**config.mk**
```make
export PLATFORM = sky130hd
export DESIGN_NAME = key_table
export DESIGN_NICKNAME = d
export VERILOG_FILES = /design/src/hdl/key_extract_pkg.sv /design/src/hdl/key_table.sv
export SDC_FILE = /design/constraint.sdc
export NUM_CORES = 1
export LEC_CHECK = 0
export ABC_AREA = 1
export ABC_CLOCK_PERIOD_IN_PS = 1300
export BUFFER_PORTS_ARGS = -buffer_cell sky130_fd_sc_hd__buf_2
export CAP_MARGIN = 5
export CORE_MARGIN = 2
export CORE_UTILIZATION = 45
export CTS_BUF_LIST = sky130_fd_sc_hd__clkbuf_8
export CTS_CLUSTER_SIZE = 16
export DETAILED_ROUTE_END_ITERATION = 10
export PLACE_DENSITY = 0.66
export SKIP_CTS_REPAIR_TIMING = 1
export SLEW_MARGIN = 40
export SYNTH_ARGS = -nofsm -noshare
export SYNTH_HDL_FRONTEND = slang
export SYNTH_SLANG_ARGS = --single-unit
```
**constraint.sdc**
```tcl
create_clock -name clk -period 1.3 [get_ports clk]
set_input_delay 0.195 -clock clk [delete_from_list [all_inputs] [get_ports clk]]
set_output_delay 0.195 -clock clk [all_outputs]
set_load 0.03 [all_outputs]
```
**src/hdl/key_extract_pkg.sv**
```systemverilog
package key_extract_pkg;

	// ==============================
	// widths and layout
	// ==============================
	localparam int CTRL_DATA_WIDTH = 512;
	localparam int CTRL_USER_WIDTH = 128;
	localparam int CTRL_KEEP_WIDTH = CTRL_DATA_WIDTH / 8;

	localparam int NUM_PER_TYPE = 8;
	localparam int PHV_LEN = 1024;
	// whatever is left below the containers
	localparam int META_WIDTH = PHV_LEN - (48 + 32 + 16) * NUM_PER_TYPE;
	localparam int CONT_IDX_WIDTH = 3;

	localparam int TABLE_DEPTH = 32;
	localparam int TABLE_ADDR_WIDTH = 5;

	localparam int VLAN_WIDTH = 12;
	localparam int VLAN_IDX_LSB = 4;

	// ==============================
	// control header fields
	// ==============================
	localparam int MOD_ID_LSB = 368;
	localparam int RESV_LSB = 376;
	localparam int FLAG_LSB = 320;
	localparam int INDEX_LSB = 384;
	localparam logic [15:0] CTRL_FLAG_KEY = 16'hf2f1;

	// ==============================
	// types
	// ==============================
	// container 0 sits at the top of each group
	typedef struct packed {
		logic [0:NUM_PER_TYPE-1][47:0] c6;
		logic [0:NUM_PER_TYPE-1][31:0] c4;
		logic [0:NUM_PER_TYPE-1][15:0] c2;
		logic [META_WIDTH-1:0] meta;
	} phv_t;

	typedef struct packed {
		logic [47:0] c6_a;
		logic [47:0] c6_b;
		logic [31:0] c4_a;
		logic [31:0] c4_b;
		logic [15:0] c2_a;
		logic [15:0] c2_b;
	} key_t;

	typedef key_t key_mask_t;

	// one container selector per key field
	typedef struct packed {
		logic [CONT_IDX_WIDTH-1:0] c6_a;
		logic [CONT_IDX_WIDTH-1:0] c6_b;
		logic [CONT_IDX_WIDTH-1:0] c4_a;
		logic [CONT_IDX_WIDTH-1:0] c4_b;
		logic [CONT_IDX_WIDTH-1:0] c2_a;
		logic [CONT_IDX_WIDTH-1:0] c2_b;
	} key_off_t;

	typedef struct packed {
		phv_t phv;
		logic [VLAN_WIDTH-1:0] vlan;
	} lookup_req_t;

	typedef struct packed {
		logic [CTRL_DATA_WIDTH-1:0] tdata;
		logic [CTRL_USER_WIDTH-1:0] tuser;
		logic [CTRL_KEEP_WIDTH-1:0] tkeep;
		logic tvalid;
		logic tlast;
	} ctrl_beat_t;

	typedef struct packed {
		logic en;
		logic [TABLE_ADDR_WIDTH-1:0] addr;
		key_off_t data;
	} off_wr_t;

	typedef struct packed {
		logic en;
		logic [TABLE_ADDR_WIDTH-1:0] addr;
		key_mask_t data;
	} mask_wr_t;

endpackage

```
**src/hdl/key_table.sv**
```systemverilog
`timescale 1ns/10ps

module key_table #(
	parameter type entry_t = logic [7:0],
	parameter int depth = key_extract_pkg::TABLE_DEPTH
) (
	input logic clk,

	input logic wr_en,
	input logic [key_extract_pkg::TABLE_ADDR_WIDTH-1:0] wr_addr,
	input entry_t wr_data,

	input logic rd_en,
	input logic [key_extract_pkg::TABLE_ADDR_WIDTH-1:0] rd_addr,
	output entry_t rd_data
);

	entry_t mem [depth];

	always_ff @(posedge clk) begin
		if (wr_en) begin
			mem[wr_addr] <= wr_data;
		end
	end

	// read register holds while the pipeline stalls
	always_ff @(posedge clk) begin
		if (rd_en) begin
			rd_data <= mem[rd_addr];
		end
	end

endmodule

```
==> results.json <==
{
  "status": "finished with violations",
  "violations": "setup timing",
  "initial_core_util_pct": 46.02,
  "register_area_um2": 7928,
  "synthArstFlopShare_pct": 0,
  "drt-met1-wl_mm": 11.48,
  "place_ws_ps": -407.2,
  "internal_power_w": 0.01299,
  "synth_top_area_share_pct": 72.95,
  "dieArea_um2": 25410,
  "yosysMostFrequentCell": "nand2_1",
  "worstPathBufferInverterCount": 1,
  "powerDensity_nw_per_um2": 1350,
  "seq_power_share_pct": 55.9,
  "syn_avg_cell_area_um2": 11.79,
  "synth_warnings": 0,
  "crit_family": "flip-flops",
  "firstDrtPassIters": 4,
  "multi_input_area_um2": 2755,
  "ys_top_cells_by_area": "edfxtp_1 (73%), nand2_1 (12%), nand3_1 (9.4%)",
  "core.rowCount": 56,
  "rsz0062_at_grt": "true",
  "drt_wl_total_mm": 25.41,
  "cts_buffers": 43,
  "place_hpwl_mm": 15.05,
  "critPathLaunchType": "register",
  "yosysTopAreaCell": "edfxtp_1",
  "drv_slew": 0,
  "p_sw_share_pct": 23.88,
  "hold_ws_ps": 37.85,
  "cts_tree": "built",
  "clock_sinks": 264,
  "root_buffer": "clkbuf_8",
  "wl_per_cell_um": 18.72,
  "worstPathMaxFanout": 1,
  "synth_seq_area_share_pct": 72.95,
  "instances_no_fill": 1357,
  "p_comb_share_pct": 7.8,
  "final_nets": 1029,
  "setup_ws_ps": -117.1,
  "cp.arrival_ps": 1220,
  "clk_latency_ps": 550,
  "post-layout-total-power_w": 0.01707,
  "finalCritPeriodShare_pct": 109.0,
  "htreeDepth": 2,
  "grt.total_usage_pct": 20.26,
  "grt_pass1_vias": 6973,
  "area_delta_synth_final_pct": 16.34,
  "hp-class": "input pin to register",
  "cp_cell_sequence": "buf_6",
  "routed_via_density": 5.205,
  "num_vias": 7063,
  "yosys-top-cells-count": "nand2_1 (360), edfxtp_1 (264), nand3_1 (204)",
  "diodes": 0,
  "nFillCells": 2042,
  "core_um2": 23610,
  "dr_wl_met2_mm": 11.80,
  "synthCells": 922,
  "vdd_ir_drop_max_uv": 814.7,
  "ys_ff_latch": 264,
  "slowest_delay_ps": 490,
  "antenna_found_initial": 0,
  "highest_layer": "met4",
  "critPathKind": "register to primary output",
  "gp_congestion": 0.8078,
  "synth-main-ff-cell": "edfxtp_1",
  "synth_cell_types": 11,
  "path_clk_slew_ps": 60,
  "gr-total-overflow": 0,
  "drive_gt1_share_pct": 20.62,
  "fin_crit_ps": 1417,
  "grt_pass1_wl_mm": 39.45,
  "slew-limit-headroom_pct": 52.19,
  "syn-num-nets": 943,
  "first_iter_violations": 551,
  "p_leak_nw": 4.768,
  "clk_path_buf_depth": 3,
  "place_inst": 1282,
  "clock-skew-final_ps": 25.45,
  "die_y_um": 159.4,
  "num_io_pins": 29,
  "max_freq_mhz": 705.6,
  "critPathRequiredTime_ps": 1110,
  "grt_max_degree": 129,
  "dr_wl_met3_mm": 1.543,
  "p_clk_share_pct": 36.3,
  "p_switching_w": 0.004075,
  "synth-edff-count": 264,
  "detail-route-antenna-nets": 0,
  "max-cap-violations": 0,
  "cp_slowest_cell": "edfxtp_1",
  "setup_viol": 5,
  "critPathCaptureType": "primary output",
  "drc": 0,
  "dieWidth_um": 159.4,
  "portBuffers": 28,
  "tightest_slew_ps": 717.2,
  "netlist_area_um2": 10870,
  "finalHoldViolCount": 0
}
[per-layer routing]
layer  GRT usage, %  vias to the layer above
li1               -                     3380
met1          28.38                     3412
met2          32.06                      222
met3          4.220                       49
met4          6.281                        0
met5              0                        -
[cell families after synthesis]
group / synth area share (%)
and+or+nand+nor: 22.94
DFF: 72.95
buffers and inverters: 4.111
[final timing paths]
kind / start / endpoint / slack, ps / cells past startpoint
setup / recovery: rd_data[3] / rd_data[3] / -120 / 1
hold / removal: rd_en / rd_data[3] / 40 / 1
setup reg to reg: mem[25][0] / rd_data[0] / 50 / 8
hold reg to reg: mem[22][3] / rd_data[3] / 840 / 8
[metrics by stage]
stage,cell area [um2],TNS [ps],util [%]
finish,12640,-331.7,53.54
global route,12640,-590.7,53.54
CTS,12340,-606.4,52.27
detailed placement,11610,-3776,49.18
global placement,11610,-3044,49.18
floorplan,10870,0,-
[registers in the layout (all words and copies together), names as in the netlist]
name,count
mem,256
rd_data,8
[layout make-up]
type	instances	share of cell area (%)
repair buffers	93	6.275
flip-flops and latches	264	62.71
clock inverters	32	1.079
well taps	319	3.157
multi-input cells	596	21.79
clock buffers	43	4.681
inverters	10	0.3068
[cell usage in the layout, fill, tap and decap left out, drive strengths merged]
| cell type | count |
|---|---|
| clkinv | 19 |
| nor2 | 32 |
| buf | 93 |
| clkinvlp | 3 |
| nand2 | 360 |
| inv | 20 |
| clkbuf | 43 |
| nand3 | 204 |
| edfxtp | 264 |
[power groups by stage]
stage               clock [W]  combinational (W)  sequential, W
global route          0.00670            0.00145        0.00955
detailed placement          0            0.00123        0.00972
global placement            0            0.00121        0.00971
floorplan                   0           0.000682        0.00975
CTS                   0.00632            0.00123        0.00954
finish                0.00620            0.00132        0.00955
Note: power is estimated with default switching activity, not from simulation.
