==> config.mk <==
export PLATFORM = sky130hd
export DESIGN_NAME = ctrl_table_writer
export DESIGN_NICKNAME = d
export VERILOG_FILES = /design/src/hdl/key_extract_pkg.sv /design/src/hdl/ctrl_table_writer.sv
export SDC_FILE = /design/constraint.sdc
export NUM_CORES = 1
export LEC_CHECK = 0
export ABC_CLOCK_PERIOD_IN_PS = 5500
export BUFFER_PORTS_ARGS = -buffer_cell sky130_fd_sc_hd__buf_2
export CAP_MARGIN = 10
export CORE_AREA = 2 2 643 645
export CTS_CLUSTER_DIAMETER = 80
export DETAILED_ROUTE_END_ITERATION = 12
export DIE_AREA = 0 0 645 647
export PLACE_DENSITY = 0.3
export SLEW_MARGIN = 40
export SYNTH_ARGS = -nofsm -noshare
export SYNTH_HDL_FRONTEND = slang
export SYNTH_SLANG_ARGS = --single-unit
==> constraint.sdc <==
create_clock -name clk -period 5.5 [get_ports clk]
set_input_delay 0.275 -clock clk [delete_from_list [all_inputs] [get_ports clk]]
set_output_delay 0.275 -clock clk [all_outputs]
set_load 0.03 [all_outputs]
==> src/hdl/key_extract_pkg.sv <==
package key_extract_pkg;

	// ==============================
	// widths and layout
	// ==============================
	localparam int CTRL_DATA_WIDTH = 512;
	localparam int CTRL_USER_WIDTH = 128;
	localparam int CTRL_KEEP_WIDTH = CTRL_DATA_WIDTH / 8;

	localparam int NUM_PER_TYPE = 8;
	localparam int PHV_LEN = 1024;
	// whatever is left below the containers
	localparam int META_WIDTH = PHV_LEN - (48 + 32 + 16) * NUM_PER_TYPE;
	localparam int CONT_IDX_WIDTH = 3;

	localparam int TABLE_DEPTH = 32;
	localparam int TABLE_ADDR_WIDTH = 5;

	localparam int VLAN_WIDTH = 12;
	localparam int VLAN_IDX_LSB = 4;

	// ==============================
	// control header fields
	// ==============================
	localparam int MOD_ID_LSB = 368;
	localparam int RESV_LSB = 376;
	localparam int FLAG_LSB = 320;
	localparam int INDEX_LSB = 384;
	localparam logic [15:0] CTRL_FLAG_KEY = 16'hf2f1;

	// ==============================
	// types
	// ==============================
	// container 0 sits at the top of each group
	typedef struct packed {
		logic [0:NUM_PER_TYPE-1][47:0] c6;
		logic [0:NUM_PER_TYPE-1][31:0] c4;
		logic [0:NUM_PER_TYPE-1][15:0] c2;
		logic [META_WIDTH-1:0] meta;
	} phv_t;

	typedef struct packed {
		logic [47:0] c6_a;
		logic [47:0] c6_b;
		logic [31:0] c4_a;
		logic [31:0] c4_b;
		logic [15:0] c2_a;
		logic [15:0] c2_b;
	} key_t;

	typedef key_t key_mask_t;

	// one container selector per key field
	typedef struct packed {
		logic [CONT_IDX_WIDTH-1:0] c6_a;
		logic [CONT_IDX_WIDTH-1:0] c6_b;
		logic [CONT_IDX_WIDTH-1:0] c4_a;
		logic [CONT_IDX_WIDTH-1:0] c4_b;
		logic [CONT_IDX_WIDTH-1:0] c2_a;
		logic [CONT_IDX_WIDTH-1:0] c2_b;
	} key_off_t;

	typedef struct packed {
		phv_t phv;
		logic [VLAN_WIDTH-1:0] vlan;
	} lookup_req_t;

	typedef struct packed {
		logic [CTRL_DATA_WIDTH-1:0] tdata;
		logic [CTRL_USER_WIDTH-1:0] tuser;
		logic [CTRL_KEEP_WIDTH-1:0] tkeep;
		logic tvalid;
		logic tlast;
	} ctrl_beat_t;

	typedef struct packed {
		logic en;
		logic [TABLE_ADDR_WIDTH-1:0] addr;
		key_off_t data;
	} off_wr_t;

	typedef struct packed {
		logic en;
		logic [TABLE_ADDR_WIDTH-1:0] addr;
		key_mask_t data;
	} mask_wr_t;

endpackage

==> src/hdl/ctrl_table_writer.sv <==
`timescale 1ns/10ps

module ctrl_table_writer #(
	parameter int stage_id = 0,
	parameter int module_id = 1
) (
	input logic clk,
	input logic rst_n,

	input key_extract_pkg::ctrl_beat_t ctrl_in,
	output key_extract_pkg::ctrl_beat_t ctrl_out,

	output key_extract_pkg::off_wr_t off_wr,
	output key_extract_pkg::mask_wr_t mask_wr
);

	import key_extract_pkg::*;

	typedef enum logic [1:0] {
		ST_IDLE,
		ST_WR_OFF,
		ST_WR_MASK
	} state_t;

	localparam logic [4:0] STAGE = 5'(stage_id);
	localparam logic [2:0] MODULE = 3'(module_id);

	state_t state;

	logic [7:0] mod_id;
	logic [3:0] resv;
	logic [15:0] flag;
	logic is_header;
	logic [CTRL_DATA_WIDTH-1:0] tdata_swapped;
	logic [TABLE_ADDR_WIDTH-1:0] wr_idx;

	// ==============================
	// header decode
	// ==============================
	assign mod_id = ctrl_in.tdata[MOD_ID_LSB +: 8];
	assign resv = ctrl_in.tdata[RESV_LSB +: 4];
	assign flag = ctrl_in.tdata[FLAG_LSB +: 16];

	assign is_header = ctrl_in.tvalid &&
		mod_id[7:3] == STAGE &&
		mod_id[2:0] == MODULE &&
		flag == CTRL_FLAG_KEY;

	// byte 0 of the beat ends up as the top byte
	assign tdata_swapped = {<<8{ctrl_in.tdata}};

	// ==============================
	// control fsm
	// ==============================
	always_ff @(posedge clk or negedge rst_n) begin
		if (!rst_n) begin
			state <= ST_IDLE;
			wr_idx <= '0;
			ctrl_out <= '0;
			off_wr <= '0;
			mask_wr <= '0;
		end else begin
			// write strobes last a single cycle
			off_wr.en <= 1'b0;
			mask_wr.en <= 1'b0;
			ctrl_out.tvalid <= 1'b0;

			case (state)
				ST_IDLE: begin
					if (is_header) begin
						wr_idx <= ctrl_in.tdata[INDEX_LSB +: TABLE_ADDR_WIDTH];
						// header-only packet carries no entries
						if (!ctrl_in.tlast) begin
							state <= (resv == 4'd0) ? ST_WR_OFF : ST_WR_MASK;
						end
					end else begin
						ctrl_out <= ctrl_in;
					end
				end

				ST_WR_OFF, ST_WR_MASK: begin
					if (ctrl_in.tvalid) begin
						off_wr.en <= (state == ST_WR_OFF);
						off_wr.addr <= wr_idx;
						off_wr.data <= tdata_swapped[CTRL_DATA_WIDTH-1 -: $bits(key_off_t)];

						mask_wr.en <= (state == ST_WR_MASK);
						mask_wr.addr <= wr_idx;
						mask_wr.data <= tdata_swapped[CTRL_DATA_WIDTH-1 -: $bits(key_mask_t)];

						// next beat goes to the following entry
						wr_idx <= wr_idx + 1'b1;
						if (ctrl_in.tlast) begin
							state <= ST_IDLE;
						end
					end
				end

				default: begin
					state <= ST_IDLE;
				end
			endcase
		end
	end

endmodule

==> flow_summary.toml <==
[layout]
utilization_pct = 14.85
final_nets = 6948
fin_area_mm2 = 0.06104
layout.cells.non_filler = 11829
drive_gt1_share_pct = 30.36
areaGrowthSynthToFinish_pct = 75.91

[synth]
ys_ff_latch = 912
synthFlopType = "dfrtp_1"
syn_area_per_cell_um2 = 8.864
synth_edf_count = 0
async_flop_share_pct = 100.0
netlist_instances = 3915
synth_top_cell_by_area = "dfrtp_1"
synthDistinctLibCells = 39
yosysTopAreaCellShare_pct = 65.77
ys_warn_count = 0
synth_nets = 4627
syn_area_mm2 = 0.03470
ys_seq_area_share_pct = 65.77
synth_most_common_cell = "nand2_1"
synthTopCellsByArea = "dfrtp_1 (66%), nand2_1 (29%), buf_2 (1.8%), buf_6 (0.75%), clkbuf_1 (0.66%)"
synthTopCellsByCount = "nand2_1 (2715), dfrtp_1 (912), buf_2 (122)"

[placement]
dpl_cell_area_mm2 = 0.04927
hpwl_um = 247700
dp_worst_setup_slack_ns = 2.290
gp_congestion = 0.8586
dp_cells = 10856
portBuffers = 1635

[floorplan]
initial_core_util_pct = 8.442
core_mm2 = 0.4110
dieArea_mm2 = 0.4173
fp.dieH_um = 647
row_count = 236
die_width_um = 645
io_pins = 1636

[sta]
period_needed_ns = 3.061
maxSlewHeadroom_pct = 36.51
worst_slack_ns = 2.439
fin_skew_ns = 0.04289
slew_violations = 0
tns_ns = 0
tightest_slew_ns = 0.9524
setup_viol = 0
fmax_mhz = 326.7
hold_slack_ns = 0.1626
grt_setup_unrepaired = "no"
hold_viol = 0
timing.final.crit_share_pct = 55.66

[global_route]
gr-usage-all-layers_pct = 13.63
grt_pass1_vias = 38014
antenna_found_initial = 84
grt_pass1_wl_um = 377800
overflow = 0
grt_max_degree = 122

[setup_path]
crit_required_ns = 6.25
cp-end-kind = "flip-flop"
critPathKind = "reg2reg"
cp_max_fo = 121
arrival_ns = 3.81
crit_path_start_kind = "flip-flop"

[job]
cap_violations = 0

[cts]
cts_resized = 0
cts_sinks = 912
clk_path_buf_depth = 4
cts.htree.levels = 4
clock_latency_ns = 0.82
cts_tree = "built"
cts_buffers = 142
cts.reportedPaths.clkPinSlew_ns = 0.06
root_buffer = "clkbuf_16"
post-cts-setup-buffer-count = 0

[drt]
ant_nets = 0
drc = 0
wl_per_cell_um = 24.92
drt-pass1-iter-count = 5
vias_per_cell = 3.036
drtIter0Drc = 2071
drt_wl_total_um = 294700
vias = 35917

[power_and_ir_drop]
ir_drop_uv = 171.6
total_power_mw = 18.74
leakagePower_nw = 31.24
powerDensity_mw_per_mm2 = 307.1

[min_path]
min_path_type = "in2async"

[status]
status = "complete, no violations"
-- flip-flops by register name, summed over array words and instances (netlist names) --
name,flops
ctrl_out,706
mask_wr,185
off_wr,14
wr_idx,5
state,2
-- final timing paths --
path,start,end,slack (ns),cells after the start
min,rst_n,ctrl_out[582],0.16,3
max reg2reg,state[0],ctrl_out[132],2.44,8
min in group clk,ctrl_in[454],ctrl_out[454],0.16,4
max in group asynchronous,rst_n,ctrl_out[275],4.14,5
max,state[0],ctrl_out[132],2.44,8
min reg2reg,mask_wr[6],mask_wr[6],0.47,2
-- critical path, cell delays in order, from the launching register on --
cell,delay [ns]
dfrtp_1,0.40
inv_1,0.09
ha_1,0.45
o21a_4,0.47
buf_12,0.25
buf_12,0.36
buf_4,0.56
nand2_1,0.12
nand2_1,0.08
-- cell usage in the layout, fill, tap and decap left out, drive strengths merged, types with 4 or more instances in the layout --
| cell type | n |
|---|---|
| nand2b | 4 |
| dlygate4sd3 | 707 |
| bufinv | 6 |
| dfrtp | 912 |
| inv | 15 |
| a21oi | 4 |
| nand2 | 2715 |
| ha | 4 |
| clkinv | 22 |
| diode | 17 |
| clkinvlp | 6 |
| buf | 1699 |
| clkbuf | 202 |
-- per-layer routing --
metal | vias to the layer above | share of wire (%) | track usage (%)
met2 | 1448 | 45 | 21.82
met3 | 344 | 17 | 10.34
met5 | - | 0.0088 | 0
met1 | 17635 | 35 | 14.00
met4 | 4 | 2.6 | 3.243
li1 | 16486 | - | -
-- timing repair --
item | CTS | global route
endpoints found under the setup margin | 0 | 0
hold endpoints to repair | 1278 | 0
hold buffers | 708 | 0
-- final cells by class --
type / instances / area [um2]
fillers: 47220 / 350000
flip-flops and latches: 912 / 22820
repair buffers: 2406 / 16090
multi-input cells: 2769 / 10620
well taps: 5474 / 6849
clock buffers: 202 / 4131
clock inverters: 44 / 467.9
diodes: 17 / 42.54
inverters: 5 / 18.77
-- power breakdown --
part | internal (mW) | switching, mW
clock network | 5.52 | 3.71
logic | 0.798 | 1.59
registers | 6.98 | 0.156
-- cells by family (layout without fill, tap and decap cells) --
family          Yosys count  after routing  synth area share (%)
compound gates           19             19                0.3823
fa+ha+maj                 4              4                0.1442
buf+inv                 234           2657                 3.717
flops                   912            912                 65.77
mux                       2              2               0.05769
other cells               0             17                     0
simple gates           2744           2744                 29.93
Power figures use the tool's default switching activity.
